**config.mk**
```make
export PLATFORM = sky130hd
export DESIGN_NAME = key_lock_monitor
export DESIGN_NICKNAME = d
export VERILOG_FILES = /design/src/gcm_types_pkg.sv /design/src/key_lock_monitor.sv
export SDC_FILE = /design/constraint.sdc
export NUM_CORES = 1
export LEC_CHECK = 0
export BUFFER_PORTS_ARGS = -buffer_cell sky130_fd_sc_hd__buf_4
export CAP_MARGIN = 5
export CORE_AREA = 2 2 405 407
export CTS_BUF_LIST = sky130_fd_sc_hd__clkbuf_8 sky130_fd_sc_hd__clkbuf_16
export CTS_CLUSTER_SIZE = 12
export DETAILED_ROUTE_END_ITERATION = 7
export DIE_AREA = 0 0 407 409
export SYNTH_ARGS = -nofsm -noshare
export SYNTH_HDL_FRONTEND = slang
export SYNTH_SLANG_ARGS = --single-unit
```
**constraint.sdc**
```tcl
create_clock -name i_clock -period 0.8 [get_ports i_clock]
set_input_delay 0.16 -clock i_clock [delete_from_list [all_inputs] [get_ports i_clock]]
set_output_delay 0.16 -clock i_clock [all_outputs]
set_load 0.005 [all_outputs]
```
**src/gcm_types_pkg.sv**
```systemverilog
//==========================================================================
// Data widths and vector types of the GCM block path
//   block_t         one 128-bit GCM block
//   length_t        64-bit bit-length field
//   BLOCK_BITS_LOG2 shift from bit length to block count
//==========================================================================

package gcm_types_pkg;

    // Width of one GCM block
    localparam int unsigned BLOCK_BITS = 128;

    // Each length field is half a block
    localparam int unsigned LENGTH_BITS = BLOCK_BITS / 2;

    // log2 of BLOCK_BITS
    localparam int unsigned BLOCK_BITS_LOG2 = 7;

    // Data, H, E(K,J0), AAD, tag and GHASH state
    typedef logic [BLOCK_BITS-1:0] block_t;

    // AAD and text lengths in bits
    typedef logic [LENGTH_BITS-1:0] length_t;

endpackage

```
**src/key_lock_monitor.sv**
```systemverilog
//==========================================================================
// Hash subkey register and per-packet locking
//   Key register loaded on key update
//   H, E(K,J0), AAD, lengths and mode locked at start of packet
//   Sticky fault for a key update that collides with a packet
//==========================================================================

module key_lock_monitor
(
    input  logic                   i_clock,
    input  logic                   i_reset,
    input  logic                   i_sop,
    input  logic                   i_update_key,
    input  logic                   i_clear_fault_flags,
    input  logic                   i_rf_static_encrypt,
    input  logic                   i_busy,
    input  gcm_types_pkg::block_t  i_hash_subkey,
    input  gcm_types_pkg::block_t  i_ej0,
    input  gcm_types_pkg::block_t  i_aad,
    input  gcm_types_pkg::length_t i_length_aad,
    input  gcm_types_pkg::length_t i_length_text,
    output gcm_types_pkg::block_t  o_h,
    output gcm_types_pkg::block_t  o_ej0,
    output gcm_types_pkg::block_t  o_aad,
    output gcm_types_pkg::length_t o_length_aad,
    output gcm_types_pkg::length_t o_length_text,
    output logic                   o_encrypt,
    output logic                   o_fault_key_update
);

    gcm_types_pkg::block_t key_reg;
    logic                  fault_set;

    // New subkey waits here until the next packet
    always_ff @(posedge i_clock)
    begin
        if (i_update_key)
            key_reg <= i_hash_subkey;
    end

    // Snapshot for the running packet
    always_ff @(posedge i_clock)
    begin
        if (i_sop)
        begin
            o_h           <= key_reg;
            o_ej0         <= i_ej0;
            o_aad         <= i_aad;
            o_length_aad  <= i_length_aad;
            o_length_text <= i_length_text;
        end
    end

    always_ff @(posedge i_clock)
    begin
        if (i_reset)
            o_encrypt <= 1'b0;
        else if (i_sop)
            o_encrypt <= i_rf_static_encrypt;
    end

    // Key update during a packet or on its first cycle
    assign fault_set = i_update_key && (i_sop || i_busy);

    // Sticky, a new event wins over the clear
    always_ff @(posedge i_clock)
    begin
        if (i_reset)
            o_fault_key_update <= 1'b0;
        else if (fault_set)
            o_fault_key_update <= 1'b1;
        else if (i_clear_fault_flags)
            o_fault_key_update <= 1'b0;
    end

    // Fault only rises after a colliding key update
    a_fault_cause : assert property (@(posedge i_clock) disable iff (i_reset)
        $rose(o_fault_key_update) |-> $past(i_update_key && (i_sop || i_busy)));

endmodule

```
==> out/qor.txt <==
Yosys warnings = 0
Initial antenna violation count = 56
Leakage = 15.35 nW
GR Util All Layers = 0.1189
Root Buffer = clkbuf_16
Final setup vio count = 1,029
Clock power share = 0.392
Largest net degree at the start of global routing = 44
CP top delay family = flip-flops
Reg clk slew, reported paths = 0.07 ns
Post-synthesis xor/xnor area fraction = 0
First-pass GRT wire length = 131,500 um
Post-synthesis compound-gate area fraction = 0.0005189
Vias per inst = 3.082
Synth Area in Simple Gates = 0.0005189
Failing checks = negative hold slack, negative setup slack
Max_cap viols = 0
Worst hold margin = -0.02830 ns
Power Internal = 65.29 mW
Hold Crit Class = input port to flip-flop
Flops & latches, synth = 642
Worst IR Drop VDD = 1686 uV
Sequential cell area = 19,260 um2
Residual DRC = 0
Final Hold Fails = 27
Critical setup path kind = flip-flop to output port
Synth unique cells = 7
Mux contribution to synthesized area = 0.0005189
GRT overflow = 0
CP max stage cell = edfxtp_1
Synth Area per Inst = 29.81 um2
Slew HR = 0.7489
Multi-input logic area = 30.03 um2
Clock sinks = 642
Sw frac = 0.2352
Vias in the first global route = 14.80k
Worst-Margin Slew = 0.3754 ns
Cell count after synthesis = 647
Area Overhead vs Synth = 103.4%
Die ar. = 166,500 um2
Pwr/cell area = 2176 nW/um2
Initial Utilization = 0.1190
Status = finished with violations
Final worst path period share = 1.940
Critical path endpoint category = output port
P_sw = 20.08 mW
Crit start category = flip-flop
CP Cell Sequence = buf_6
CP max stage delay = 0.52 ns
Final WS setup = -0.7519 ns
Worst-Skew Late Latency = 0.70 ns
Crit Path Max Fanout = 1
Drt wl/cell = 22.55 um
Chip width = 407 um
CORE AREA = 162,000 um2
Layout cells sized above 1 = 0.4979
# fillers = 16.52k
NumNets Final = 2,842
DR vias = 14.11k
F_max = 644.4 MHz
Sequential cell fraction of total power = 0.485
Sequential fraction of the synthesis area = 0.9984
Die Ht = 409 um
Main combinational cell family by area after synthesis = compound AO/OA/AOI/OAI gates
Post-synthesis adder-cell area fraction = 0
Routed WL = 103,300 um
CP required = 0.64 ns
CTS Buffer Depth = 3
TritonCTS clock tree = built
Crit path DAT = 1.39 ns
DR iter-0 viols = 1,078
Drt first pass iters = 4
Detail Placement HPWL = 81,050 um
Buffers & Inverters on Critical Path = 1
Routability cong. = 0.8680
Mapped Area = 19,290 um2
PortBufs = 1,032
RSZ-0062 raised after global routing = true
Inserted Clock Buffers = 75
Fin Clk Skew = 0.03544 ns
Logic pwr share = 0.123
Setup Slack @ Placement = -0.3722 ns
I/O pins = 1,033
Final min period = 1.552 ns
Num rows = 148
Slew Limit Fails = 0
CTS H-tree depth = 3
Antenna Nets Post-Route = 0
Syn Nets = 1,166
placed cells by master, fill, tap and decap left out, types with 2 or more instances in the layout:
cell / netlist / routed
clkinvlp_4: 0 / 3
clkinv_2: 0 / 6
buf_12: 0 / 15
dlygate4sd3_1: 0 / 517
clkinv_4: 0 / 3
clkinv_1: 0 / 19
edfxtp_1: 640 / 640
inv_6: 0 / 4
inv_1: 0 / 14
inv_16: 0 / 3
buf_6: 0 / 345
diode_2: 0 / 25
bufinv_16: 0 / 4
clkbuf_16: 0 / 76
dfxtp_2: 0 / 2
buf_4: 0 / 721
layout make-up:
type | instances | area share
diodes | 25 | 0.001595
clock buffers | 76 | 0.04849
clock inverters | 58 | 0.01171
multi-input cells | 5 | 0.0007656
flip-flops and latches | 642 | 0.4911
well taps | 2175 | 0.06938
repair buffers | 1599 | 0.3770
per-layer routing:
metal  up-vias  share of wire  global-route usage
li1       6059              -                   -
met1      7070           0.40              0.1414
met2       791           0.49              0.2002
met3       154          0.083             0.03854
met4        40          0.028             0.04068
met5         -         0.0022                   0
metrics by stage:
step                      std cells    util  power [mW]  setup TNS, ns  instance area (um2)
after floorplan                 647       -       41.55              0                19290
after global placement         3904  0.1872       49.28        -149.97                30330
after detailed placement       3904  0.1872       49.32        -156.39                30330
after CTS                      4555  0.2400       86.32        -509.09                38880
after global routing           4571  0.2419       88.21        -526.41                39200
final                          4580  0.2421       85.37        -471.68                39220
Yosys cell counts:
master,number,area share
o21ai_1,1,0.00026
edfxtp_1,640,1.0
nand2b_1,1,0.00032
a21oi_1,1,0.00026
mux2i_1,1,0.00052
dfxtp_1,2,0.0021
nor2_1,1,0.00019
kinds of logic after synthesis:
kind of cell / after synthesis
DFF: 642
muxes: 1
and+or+nand+nor: 2
AOI/OAI and AO/OA: 2
power by group through the flow:
stage                     Sequential (mW)  Combinational (mW)  Clock (mW)
after floorplan                      41.5             0.00892           0
after global placement               41.7                7.55           0
after detailed placement             41.7                7.58           0
after CTS                            41.3                10.5        34.5
after global routing                 41.6                11.0        35.6
final                                41.4                10.5        33.5
final timing paths:
check / slack [ns] / endpoint / from / cells after the start
hold reg to reg: 0.41 / o_h[61] / key_reg[61] / 0
setup reg to reg: 0 / o_h[69] / key_reg[69] / 1
setup / recovery: -0.75 / o_h[64] / o_h[64] / 1
hold / removal: -0.03 / key_reg[6] / i_update_key / 2
repair_timing:
item                                   4_1_cts  5_1_grt
setup endpoints to repair                  517     1031
resized for setup                          272       74
hold buffers                               517        1
endpoints found under the hold margin      662      128
setup buffers                                0        0
Note: power is estimated with default switching activity, not from simulation.
