## src/gcm_types_pkg.sv

```systemverilog
//==========================================================================
// Data widths and vector types of the GCM block path
//   block_t         one 128-bit GCM block
//   length_t        64-bit bit-length field
//   BLOCK_BITS_LOG2 shift from bit length to block count
//==========================================================================

package gcm_types_pkg;

    // Width of one GCM block
    localparam int unsigned BLOCK_BITS = 128;

    // Each length field is half a block
    localparam int unsigned LENGTH_BITS = BLOCK_BITS / 2;

    // log2 of BLOCK_BITS
    localparam int unsigned BLOCK_BITS_LOG2 = 7;

    // Data, H, E(K,J0), AAD, tag and GHASH state
    typedef logic [BLOCK_BITS-1:0] block_t;

    // AAD and text lengths in bits
    typedef logic [LENGTH_BITS-1:0] length_t;

endpackage

```

## src/gcm_ctrl_pkg.sv

```systemverilog
//==========================================================================
// Control definitions of the tag sequencing
//   tag_state_t  per-packet sequencer states
//   ghash_sel_t  source of the block folded into GHASH
//==========================================================================

package gcm_ctrl_pkg;

    // Encoding widths
    localparam int unsigned NB_TAG_STATE = 2;
    localparam int unsigned NB_GHASH_SEL = 2;

    // IDLE waits for start of packet, AAD is the single step after it
    typedef enum logic [NB_TAG_STATE-1:0] {
        IDLE   = 2'd0,
        AAD    = 2'd1,
        TEXT   = 2'd2,
        LENGTH = 2'd3
    } tag_state_t;

    // Block feeding the GHASH step
    typedef enum logic [NB_GHASH_SEL-1:0] {
        SEL_AAD    = 2'd0,
        SEL_TEXT   = 2'd1,
        SEL_LENGTH = 2'd2
    } ghash_sel_t;

endpackage

```

## src/ghash_if.sv

```systemverilog
//==========================================================================
// Command bus from the tag sequencer to the GHASH unit
//   seq    sequencer side, drives every command
//   ghash  GHASH side, consumes each command in its cycle
//==========================================================================

interface ghash_if;

    // Zero the accumulator
    logic clear;

    // Fold one block in, one-cycle strobe
    logic absorb;

    // Which block gets folded in
    gcm_ctrl_pkg::ghash_sel_t sel;

    // Absorbed block is the length block
    logic last;

    modport seq (
        output clear,
        output absorb,
        output sel,
        output last
    );

    modport ghash (
        input clear,
        input absorb,
        input sel,
        input last
    );

endinterface

```

## src/tag_sequencer_fsm.sv

```systemverilog
//==========================================================================
// Per-packet tag sequencing
//   IDLE -> AAD -> TEXT -> LENGTH -> IDLE
//   Text beat counter and GHASH block selection
//==========================================================================

module tag_sequencer_fsm
#(
    parameter int NB_TIMER = 10
)
(
    input  logic                   i_clock,
    input  logic                   i_reset,
    input  logic                   i_sop,
    input  logic                   i_valid_text,
    input  gcm_types_pkg::length_t i_length_aad,
    input  gcm_types_pkg::length_t i_length_text,
    output logic                   o_busy,
    ghash_if.seq                   o_ghash
);

    gcm_ctrl_pkg::tag_state_t state;
    gcm_ctrl_pkg::tag_state_t state_next;
    logic [NB_TIMER-1:0]      beats_total;
    logic [NB_TIMER-1:0]      beats_left;
    logic                     last_beat;

    // Number of full text blocks in the packet
    assign beats_total = NB_TIMER'(i_length_text >> gcm_types_pkg::BLOCK_BITS_LOG2);

    assign last_beat = (state == gcm_ctrl_pkg::TEXT) && i_valid_text
                       && (beats_left == NB_TIMER'(1));

    //======================================================================
    // State machine
    //======================================================================

    always_comb
    begin
        state_next = state;
        case (state)
            gcm_ctrl_pkg::IDLE:
                state_next = gcm_ctrl_pkg::IDLE;
            gcm_ctrl_pkg::AAD:
                // No text skips straight to the length block
                state_next = (beats_total == '0) ? gcm_ctrl_pkg::LENGTH : gcm_ctrl_pkg::TEXT;
            gcm_ctrl_pkg::TEXT:
                if (last_beat)
                    state_next = gcm_ctrl_pkg::LENGTH;
            default:
                state_next = gcm_ctrl_pkg::IDLE;
        endcase
        // Start of packet restarts from any state
        if (i_sop)
            state_next = gcm_ctrl_pkg::AAD;
    end

    always_ff @(posedge i_clock)
    begin
        if (i_reset)
            state <= gcm_ctrl_pkg::IDLE;
        else
            state <= state_next;
    end

    // Beat counter, loaded once the locked length is visible
    always_ff @(posedge i_clock)
    begin
        if (i_reset)
            beats_left <= '0;
        else if (state == gcm_ctrl_pkg::AAD)
            beats_left <= beats_total;
        else if (state == gcm_ctrl_pkg::TEXT && i_valid_text)
            beats_left <= beats_left - 1'b1;
    end

    //======================================================================
    // GHASH commands
    //======================================================================

    assign o_ghash.clear  = i_sop;
    assign o_ghash.absorb = ((state == gcm_ctrl_pkg::AAD) && (i_length_aad != '0))
                            || ((state == gcm_ctrl_pkg::TEXT) && i_valid_text)
                            || (state == gcm_ctrl_pkg::LENGTH);
    assign o_ghash.last   = (state == gcm_ctrl_pkg::LENGTH);

    always_comb
    begin
        case (state)
            gcm_ctrl_pkg::AAD:  o_ghash.sel = gcm_ctrl_pkg::SEL_AAD;
            gcm_ctrl_pkg::TEXT: o_ghash.sel = gcm_ctrl_pkg::SEL_TEXT;
            default:            o_ghash.sel = gcm_ctrl_pkg::SEL_LENGTH;
        endcase
    end

    assign o_busy = (state != gcm_ctrl_pkg::IDLE);

    // Text blocks only enter GHASH on a valid beat
    a_text_absorb_valid : assert property (@(posedge i_clock) disable iff (i_reset)
        (o_ghash.absorb && o_ghash.sel == gcm_ctrl_pkg::SEL_TEXT) |-> i_valid_text);

endmodule

```

## src/flat_wrapper.sv

```systemverilog
// flat-port wrapper written by rule: the top's interface ports become plain ports
module tag_sequencer_fsm_flat 
#(
    parameter int NB_TIMER = 10
)
  (i_clock, i_reset, i_sop, i_valid_text, i_length_aad, i_length_text, o_busy, o_ghash_clear, o_ghash_absorb, o_ghash_sel, o_ghash_last);
  ghash_if o_ghash_i ();
  input  logic i_clock;
  input  logic i_reset;
  input  logic i_sop;
  input  logic i_valid_text;
  input  gcm_types_pkg::length_t i_length_aad;
  input  gcm_types_pkg::length_t i_length_text;
  output logic o_busy;
  output wire logic [$bits(o_ghash_i.clear)-1:0] o_ghash_clear;
  output wire logic [$bits(o_ghash_i.absorb)-1:0] o_ghash_absorb;
  output wire logic [$bits(o_ghash_i.sel)-1:0] o_ghash_sel;
  output wire logic [$bits(o_ghash_i.last)-1:0] o_ghash_last;
  assign o_ghash_clear = o_ghash_i.clear;
  assign o_ghash_absorb = o_ghash_i.absorb;
  assign o_ghash_sel = o_ghash_i.sel;
  assign o_ghash_last = o_ghash_i.last;
  tag_sequencer_fsm #(.NB_TIMER(NB_TIMER)) u_core (.i_clock(i_clock), .i_reset(i_reset), .i_sop(i_sop), .i_valid_text(i_valid_text), .i_length_aad(i_length_aad), .i_length_text(i_length_text), .o_busy(o_busy), .o_ghash(o_ghash_i));
endmodule
```

## config.mk

```make
export PLATFORM = sky130hd
export DESIGN_NAME = tag_sequencer_fsm_flat
export DESIGN_NICKNAME = d
export VERILOG_FILES = /design/src/gcm_types_pkg.sv /design/src/gcm_ctrl_pkg.sv /design/src/ghash_if.sv /design/src/tag_sequencer_fsm.sv /design/src/flat_wrapper.sv
export SDC_FILE = /design/constraint.sdc
export NUM_CORES = 1
export LEC_CHECK = 0
export BUFFER_PORTS_ARGS = -buffer_cell sky130_fd_sc_hd__buf_2
export CAP_MARGIN = 20
export CORE_MARGIN = 5
export CORE_UTILIZATION = 29
export DETAILED_ROUTE_END_ITERATION = 10
export PLACE_DENSITY = 0.8
export SYNTH_ARGS = -nofsm -noshare
export SYNTH_HDL_FRONTEND = slang
export SYNTH_SLANG_ARGS = --single-unit
```

## constraint.sdc

```tcl
create_clock -name i_clock -period 2.3 [get_ports i_clock]
set_input_delay 0.115 -clock i_clock [delete_from_list [all_inputs] [get_ports i_clock]]
set_output_delay 0.115 -clock i_clock [all_outputs]
set_load 0.1 [all_outputs]
```

==> results of run 1 <==
## metrics by stage
step / std cells / utilization / hold WS, ns / power (W)
after detailed placement: 234 / 0.451 / 0.334 / 0.000483
after global routing: 238 / 0.463 / 0.0594 / 0.000695
after global placement: 234 / 0.451 / 0.334 / 0.000478
after floorplan: 111 / - / 0.185 / 0.000393
after CTS: 238 / 0.463 / 0.0369 / 0.000658
final: 238 / 0.463 / 0.0430 / 0.000651
## cells in the mapped netlist (2+ instances only)
master / count / area share
dfxtp_1: 12 / 0.26
nand2_1: 3 / 0.012
a21oi_1: 4 / 0.022
ha_1: 7 / 0.096
nor3_1: 6 / 0.033
xnor2_1: 7 / 0.067
clkbuf_1: 2 / 0.0082
nor4_1: 19 / 0.13
a211oi_1: 7 / 0.058
nor2_1: 11 / 0.045
nand4_1: 4 / 0.027
a311oi_1: 2 / 0.019
inv_1: 9 / 0.037
## final timing paths
kind | from | endpoint | cells after the start
worst max-delay path | u_core.state[1] | o_ghash_absorb | 5
worst min-delay path | i_sop | u_core.state[1] | 2
worst max register to register | u_core.state[0] | u_core.beats_left[7] | 6
worst min register to register | u_core.beats_left[4] | u_core.beats_left[4] | 2
## state kept, by name (all words and copies together), names as in the netlist
| name | count |
|---|---|
| u_core.beats_left | 10 |
| u_core.state | 2 |
## power groups by stage
| stage | registers (W) | clock network (W) | logic [W] |
|---|---|---|---|
| 6_report | 0.000242 | 0.000173 | 0.000236 |
| 3_5_place_dp | 0.000247 | 0 | 0.000237 |
| 2_1_floorplan | 0.000243 | 0 | 0.000150 |
| 4_1_cts | 0.000242 | 0.000178 | 0.000238 |
| 3_3_place_gp | 0.000246 | 0 | 0.000232 |
| 5_1_grt | 0.000245 | 0.000189 | 0.000260 |
## layout make-up
| type | instances | area (um^2) |
|---|---|---|
| Clock buffer | 4 | 36.3 |
| Tap cell | 44 | 55.1 |
| Fill cell | 312 | 1630 |
| Inverter | 9 | 33.8 |
| Timing Repair Buffer | 83 | 415 |
| Sequential cell | 12 | 240 |
| Multi-Input combinational cell | 86 | 622 |
## routing by layer
layer,routed length [um],track usage
met2,1340,0.235
met1,1340,0.187
met4,11,0.0228
met5,0,0
met3,289,0.0510
## cell families (layout without fill, tap and decap cells)
logic type,Yosys count,after routing,share of synthesized area
AO/OA/AOI/OAI,19,19,0.171
XOR/XNOR,8,8,0.0768
adder cells (fa/ha/maj),7,7,0.0960
buffers and inverters,13,96,0.0590
flip-flops,12,12,0.263
multiplexers,1,1,0.0110
AND/OR/NAND/NOR,51,51,0.322
## layout by cell type (no fill, tap or decap), types with 4 or more instances in the layout
master	count
a21oi_1	4
dfxtp_1	12
nor3_1	6
xnor2_1	7
ha_1	7
nand4_1	4
inv_1	9
nor4_1	19
nor2_1	11
a211oi_1	7
buf_2	83
## worst register-to-register path, cell delays in order (launching register included)
cell and delay [ns]:
dfxtp_1 0.35, inv_1 0.12, ha_1 0.35, nand2_1 0.23, nor4b_2 0.34, xnor2_1 0.09, a211oi_1 0.25
==> impl_metrics.yaml, run 1 <==
final_layout:
  drive_gt1_frac: 0.485
  synthToLayoutAreaGrowth_pct: 53.8
  fin_nets: 334
  final_cell_area_mm2: 0.00140
  antenna_cells: 0
synthesis:
  async_flop_share: 0
  ys_types: 31
  avgSynthCellArea_um2: 8.22
  synth_warnings: 0
  synth_edf_count: 0
  synth_area_um2: 912
  netlist_instances: 111
  synth_ff_type: "dfxtp_1"
  synth_seq_cells: 12
  synth_nets: 250
  yosysSeqAreaShare: 0.263
worst_setup_path:
  cp_top_family: "buffers and inverters"
  arrival_ns: 1.89
  crit_chain: "inv_1, ha_1, inv_1, o21ai_2, buf_2"
  start_kind: "flip-flop"
  end_kind: "output pin"
  critical_path_buf_inv_count: 3
  crit_top_cell: "inv_1"
  crit_fanout: 16
  reg2reg_slack_ns: 0.49
  critical_path_class: "flip-flop to output pin"
  cp_slowest_stage_delay_ns: 0.44
  crit_required_ns: 2.18
  slowest_stage: "buf_2"
power:
  leakage_nw: 0.652
  peakVddDrop_mv: 0.327
  switchingPower_w: 0.000231
  switching_share: 0.355
  clock_power_share: 0.265
  p_int_w: 0.000420
  p_per_area_mw_per_mm2: 464
  p_seq_frac: 0.372
  p_comb_frac: 0.362
sta:
  rsz0062_at_grt: "false"
  timing.final.ws_setup_ns: 0.299
  period_share: 0.870
  setup_viol: 0
  hold_viol: 0
  min_period_ns: 2.00
  slew_violations: 0
  max_clock_freq_ghz: 0.500
  fin_worst_skew_ns: 0.00469
  setup-tns-final_ns: 0
  tightest_slew_ns: 0.489
  maxSlewHeadroom: 0.674
global_route:
  grt_pass1_vias: 1197
  grt_pass1_wl_um: 5000
  grt_overflow: 0
  grt.total_usage: 0.145
  grt_antenna_before_repair: 0
  grt_start_max_net_pins: 17
worst_hold_path:
  hold_class: "primary input to flip-flop"
floorplanning:
  fp-row-count: 20
  initial_core_util: 0.301
  dieArea_mm2: 0.00437
  die_w_um: 66.1
  pin_count: 138
  fp.coreArea_mm2: 0.00303
  die_height_um: 66.1
routing:
  wl_um: 2980
  drtAntennaViolNets: 0
  drc: 0
  wl_per_cell_um: 12.5
  via_count: 1156
  drtPass1Iterations: 5
  drtIter0Drc: 35
  avgViaCountPerCell: 4.86
clock_tree:
  root_buffer: "clkbuf_4"
  htreeDepth: 1
  clock_path_buffers: 2
  cts_num_sinks: 12
  cts-buffers-inserted: 3
  clkTransAtPathRegs_ns: 0.08
  clkLatencyLatePin_ns: 0.28
  cts_tree: "yes"
  cts_resized: 0
  post_cts_buffers: 0
  ctsHoldBuffers: 0
status:
  outcome: "finished clean"
placement:
  post-place-ws_ns: 0.510
  port_buffers: 83
  gp_congestion: 0.800
  placed_cell_area_mm2: 0.00137
  dpl.hpwl_um: 2610
job:
  drv_cap: 0
No activity file was read; power rests on OpenSTA's default activity.
==> run 2: changes to the inputs <==
==> constraint.sdc (replaced) <==
create_clock -name i_clock -period 1.9 [get_ports i_clock]
set_input_delay 0.095 -clock i_clock [delete_from_list [all_inputs] [get_ports i_clock]]
set_output_delay 0.095 -clock i_clock [all_outputs]
set_load 0.1 [all_outputs]
==> run 2 against run 1 <==
Against the previous run:
- combinational power grew 27%
- sequential share of layout area shrank 0.45 points
- sequential cell count is the same
- final cell count grew 1.3%
- global-route usage grew 0.67 points
- via count grew 0.95%
- setup slack lost 0.15 ns
- core utilization grew 1.2 points
- die area is the same
- sequential power grew 21%
- register-to-register slack lost 0.32 ns
- largest cell class unchanged
- highest routed layer unchanged
==> impl_metrics.yaml, run 2 (synthesis gave the netlist of run 1 again) <==
worst_setup_path:
  cp_top_family: "buffers and inverters"
  start_kind: "flip-flop"
  cp_slowest_stage_delay_ns: 0.40
  path_depth: 6
  ff2ff_path_depth: 4
  r2r-end: "u_core.state[1]"
  critical_path_buf_inv_count: 3
  r2r_start: "u_core.beats_left[5]"
  arrival_ns: 1.65
  crit_fanout: 4
  slowest_stage: "dfxtp_1"
  critical_path_class: "flip-flop to output pin"
  end_kind: "output pin"
  reg2reg_slack_ns: 0.17
  crit_chain: "inv_1, ha_1, buf_4, a21oi_1, o21ai_2, buf_12"
  crit_required_ns: 1.80
job:
  drv_cap: 0
clock_tree:
  cts_resized: 0
  htreeDepth: 1
  cts_tree: "yes"
  clkLatencyLatePin_ns: 0.28
  cts_num_sinks: 12
  ctsHoldBuffers: 0
  clock_path_buffers: 2
  clkTransAtPathRegs_ns: 0.08
  post_cts_buffers: 0
  root_buffer: "clkbuf_4"
  cts-buffers-inserted: 3
global_route:
  grt_antenna_before_repair: 0
  grt_pass1_wl_um: 5200
  grt_overflow: 0
  grt.total_usage: 0.152
  grt_start_max_net_pins: 13
  grt_pass1_vias: 1206
sta:
  rsz0062_at_grt: "false"
  tightest_slew_ns: 0.490
  max_clock_freq_ghz: 0.573
  min_period_ns: 1.75
  fin_worst_skew_ns: 0.000724
  slew_violations: 0
  hold_viol: 0
  setup-tns-final_ns: 0
  setup_viol: 0
  period_share: 0.919
  maxSlewHeadroom: 0.676
power:
  clock_power_share: 0.266
  switchingPower_w: 0.000288
  p_comb_frac: 0.370
  p_int_w: 0.000520
  p_per_area_mw_per_mm2: 561
  switching_share: 0.357
  p_seq_frac: 0.364
  leakage_nw: 0.670
  peakVddDrop_mv: 0.329
status:
  outcome: "finished clean"
worst_hold_path:
  min_delay_worst_endpoint: "u_core.state[1]"
  worstHoldPathCells: 2
  hp-start: "i_sop"
  hold_class: "primary input to flip-flop"
final_layout:
  final_cell_mix: "buf_2 (82), nor4_1 (19), dfxtp_1 (12)"
  regMostFlops: "u_core.beats_left"
  antenna_cells: 0
  drive_gt1_frac: 0.492
  final_cell_area_mm2: 0.00144
  reg.largest.list: "u_core.beats_left (10), u_core.state (2)"
  fin_nets: 337
  synthToLayoutAreaGrowth_pct: 57.9
  final_common_cell: "buf_2"
  largest_reg_flops: 10
routing:
  drc: 0
  wl_um: 3070
  wl_per_cell_um: 12.7
  drtIter0Drc: 105
  drtPass1Iterations: 4
  via_count: 1167
  avgViaCountPerCell: 4.84
  drtAntennaViolNets: 0
floorplanning:
  die_w_um: 66.1
  pin_count: 138
  dieArea_mm2: 0.00437
  initial_core_util: 0.301
  fp-row-count: 20
  die_height_um: 66.1
  fp.coreArea_mm2: 0.00303
placement:
  placed_cell_area_mm2: 0.00140
  gp_congestion: 0.787
  dpl.hpwl_um: 2680
  port_buffers: 83
==> run 2: cell types whose count changed in the layout (fill, tap and decap cells not counted) <==
cell,change
buf_12,+1
buf_2,-1
buf_4,+3
==> run 2: per-stage QoR <==
stage	worst slack (ns)	power (W)	util	std cells	hold WS, ns
floorplan	0.00146	0.000476	-	111	0.165
global placement	0.208	0.000593	0.464	237	0.314
detailed placement	0.185	0.000599	0.464	237	0.319
CTS	0.140	0.000816	0.476	241	0.0117
global route	0.0255	0.000864	0.476	241	0.0180
finish	0.154	0.000808	0.476	241	0.0135
==> run 2: routing by layer <==
metal,vias up,global-route usage,routed length [um]
met5,-,0,0
met1,515,0.200,1340
met4,0,0.0279,15
li1,597,-,-
met2,53,0.235,1410
met3,2,0.0578,309
==> run 2: cell type report <==
cell class | instances | area (um^2)
multi-input combinational | 86 | 622
fill | 303 | 1590
clock buffer | 4 | 36.3
inverter | 9 | 33.8
sequential | 12 | 240
timing repair buffer | 86 | 453
tap | 44 | 55.1
==> run 2: worst max path at each step <==
stage | startpoint | endpoint | slack [ns]
after floorplan | u_core.state[1] | o_ghash_absorb | 0.001
after global placement | u_core.beats_left[5] | u_core.state[1] | 0.21
after detailed placement | u_core.beats_left[5] | u_core.state[1] | 0.18
after CTS | u_core.state[0] | o_ghash_absorb | 0.14
after global routing | u_core.state[1] | o_ghash_absorb | 0.03
final | u_core.state[0] | o_ghash_absorb | 0.15
==> run 2: worst register-to-register path, stage by stage, from the launching register on <==
cell and delay (ns):
dfxtp_1 0.36, or4_4 0.57, o41ai_4 0.38, mux2i_1 0.26, nor3_2 0.05
==> run 2: power groups by stage <==
stage	Clock (W)	Sequential, W	Combinational [W]
floorplan	0	0.000294	0.000182
global placement	0	0.000298	0.000295
detailed placement	0	0.000299	0.000300
CTS	0.000221	0.000293	0.000302
global route	0.000235	0.000298	0.000330
finish	0.000215	0.000294	0.000299
==> run 3: changes to the inputs <==
--- a/config.mk
+++ b/config.mk
@@ -5,12 +5,13 @@
 export SDC_FILE = /design/constraint.sdc
 export NUM_CORES = 1
 export LEC_CHECK = 0
-export BUFFER_PORTS_ARGS = -buffer_cell sky130_fd_sc_hd__buf_2
+export BUFFER_PORTS_ARGS = -buffer_cell sky130_fd_sc_hd__buf_4
 export CAP_MARGIN = 20
 export CORE_MARGIN = 5
 export CORE_UTILIZATION = 29
 export DETAILED_ROUTE_END_ITERATION = 10
 export PLACE_DENSITY = 0.8
+export SKIP_LAST_GASP = 1
 export SYNTH_ARGS = -nofsm -noshare
 export SYNTH_HDL_FRONTEND = slang
 export SYNTH_SLANG_ARGS = --single-unit
==> run 3 against run 2 <==
Against the previous run:
- sequential cell count stayed put
- non-clock buffer count is 1 higher
- via count is 1.5% higher
- largest power group unchanged
==> impl_metrics.yaml, run 3 (synthesis gave the netlist of run 1 again) <==
status:
  outcome: "finished clean"
global_route:
  grt_start_max_net_pins: 13
  grt.total_usage: 0.159
  grt_pass1_vias: 1305
  grt_pass1_wl_um: 5290
  grt_antenna_before_repair: 0
  grt_overflow: 0
final_layout:
  final_cell_mix: "buf_4 (86), nor4_1 (19), dfxtp_1 (12)"
  fin_nets: 338
  drive_gt1_frac: 0.490
  reg.largest.list: "u_core.beats_left (10), u_core.state (2)"
  final_common_cell: "buf_4"
  stdcell_count: 242
  regMostFlops: "u_core.beats_left"
  multi_input_area_um2: 622
  utilization: 0.543
  synthToLayoutAreaGrowth_pct: 80.1
  final_cell_area_mm2: 0.00164
  regArea_um2: 240
  antenna_cells: 0
  fillers: 303
  largest_reg_flops: 10
placement:
  dpl.hpwl_um: 2830
  place_inst: 237
  port_buffers: 83
  placed_cell_area_mm2: 0.00160
  gp_congestion: 0.830
floorplanning:
  fp.coreArea_mm2: 0.00303
  dieArea_mm2: 0.00437
  fp-row-count: 20
  pin_count: 138
  die_height_um: 66.1
  initial_core_util: 0.301
  die_w_um: 66.1
routing:
  drtIter0Drc: 38
  avgViaCountPerCell: 4.89
  via_count: 1184
  wl_um: 3250
  drtPass1Iterations: 4
  drtAntennaViolNets: 0
  wl_per_cell_um: 13.4
  drc: 0
power:
  leakage_nw: 0.740
  peakVddDrop_mv: 0.227
  p_per_area_mw_per_mm2: 517
worst_setup_path:
  start_kind: "flip-flop"
  critical_path_class: "flip-flop to flip-flop"
  cp_slowest_stage_delay_ns: 0.57
  end_kind: "flip-flop"
  crit_chain: "or4_4, o41ai_4, mux2i_1, nor3_2"
  slowest_stage: "or4_4"
  arrival_ns: 1.89
  crit_fanout: 5
  crit_required_ns: 2.08
sta:
  tightest_slew_ns: 0.332
  setup-tns-final_ns: 0
  min_period_ns: 1.71
  holdWs_ns: 0.0654
  slew_violations: 0
  rsz0062_at_grt: "false"
  max_clock_freq_ghz: 0.584
  fin_worst_skew_ns: 0.00874
  setup_viol: 0
  hold_viol: 0
  maxSlewHeadroom: 0.776
  period_share: 0.901
clock_tree:
  ctsHoldBuffers: 1
  clkTransAtPathRegs_ns: 0.09
  clkLatencyLatePin_ns: 0.29
  cts-buffers-inserted: 3
  cts_tree: "yes"
  post_cts_buffers: 0
  cts_num_sinks: 12
  cts_resized: 0
  htreeDepth: 1
  root_buffer: "clkbuf_4"
  clock_path_buffers: 2
job:
  drv_cap: 0
worst_hold_path:
  hold_class: "primary input to flip-flop"
run 3: cell types whose count changed in the layout (fill, tap and decap cells not counted), sizes merged:
cell	previous run	this run
dlygate4sd3	0	1
run 3: report_power, final:
group          internal [W]  total [W]  switching, W
registers          0.000273   0.000293     0.0000202
clock network      0.000117   0.000214     0.0000972
logic              0.000174   0.000342      0.000168
run 3: layout make-up:
class                      count  area share
tap                           44      0.0335
sequential                    12       0.146
timing repair buffer          87       0.399
inverter                       9      0.0206
multi-input combinational     86       0.379
clock buffer                   4      0.0221
run 3: critical path: cells and delay by family (launching register included):
kind,cells,cell delay (ns)
simple gates,2,0.62
flops,1,0.36
compound gates,1,0.36
mux,1,0.26
run 3: stage by stage:
| step | power (W) | setup WS, ns |
|---|---|---|
| global placement | 0.000635 | 0.219 |
| CTS | 0.000860 | 0.165 |
| global route | 0.000900 | 0.0786 |
| detailed placement | 0.000640 | 0.207 |
| finish | 0.000849 | 0.189 |
| floorplan | 0.000476 | 0.00146 |
run 3: path summary, 6_finish.rpt:
kind / from / end / slack (ns) / cells after the start
worst max register to register: u_core.beats_left[5] / u_core.state[1] / 0.19 / 4
worst max-delay path: u_core.beats_left[5] / u_core.state[1] / 0.19 / 4
worst min-delay path: i_length_text[8] / u_core.beats_left[1] / 0.07 / 3
worst min register to register: u_core.beats_left[4] / u_core.beats_left[4] / 0.50 / 2
run 3: routing by layer:
layer	wire length [um]	vias up	track usage
li1	-	595	-
met1	1260	521	0.177
met2	1550	59	0.257
met3	363	9	0.0680
met4	85	0	0.0761
met5	0	-	0
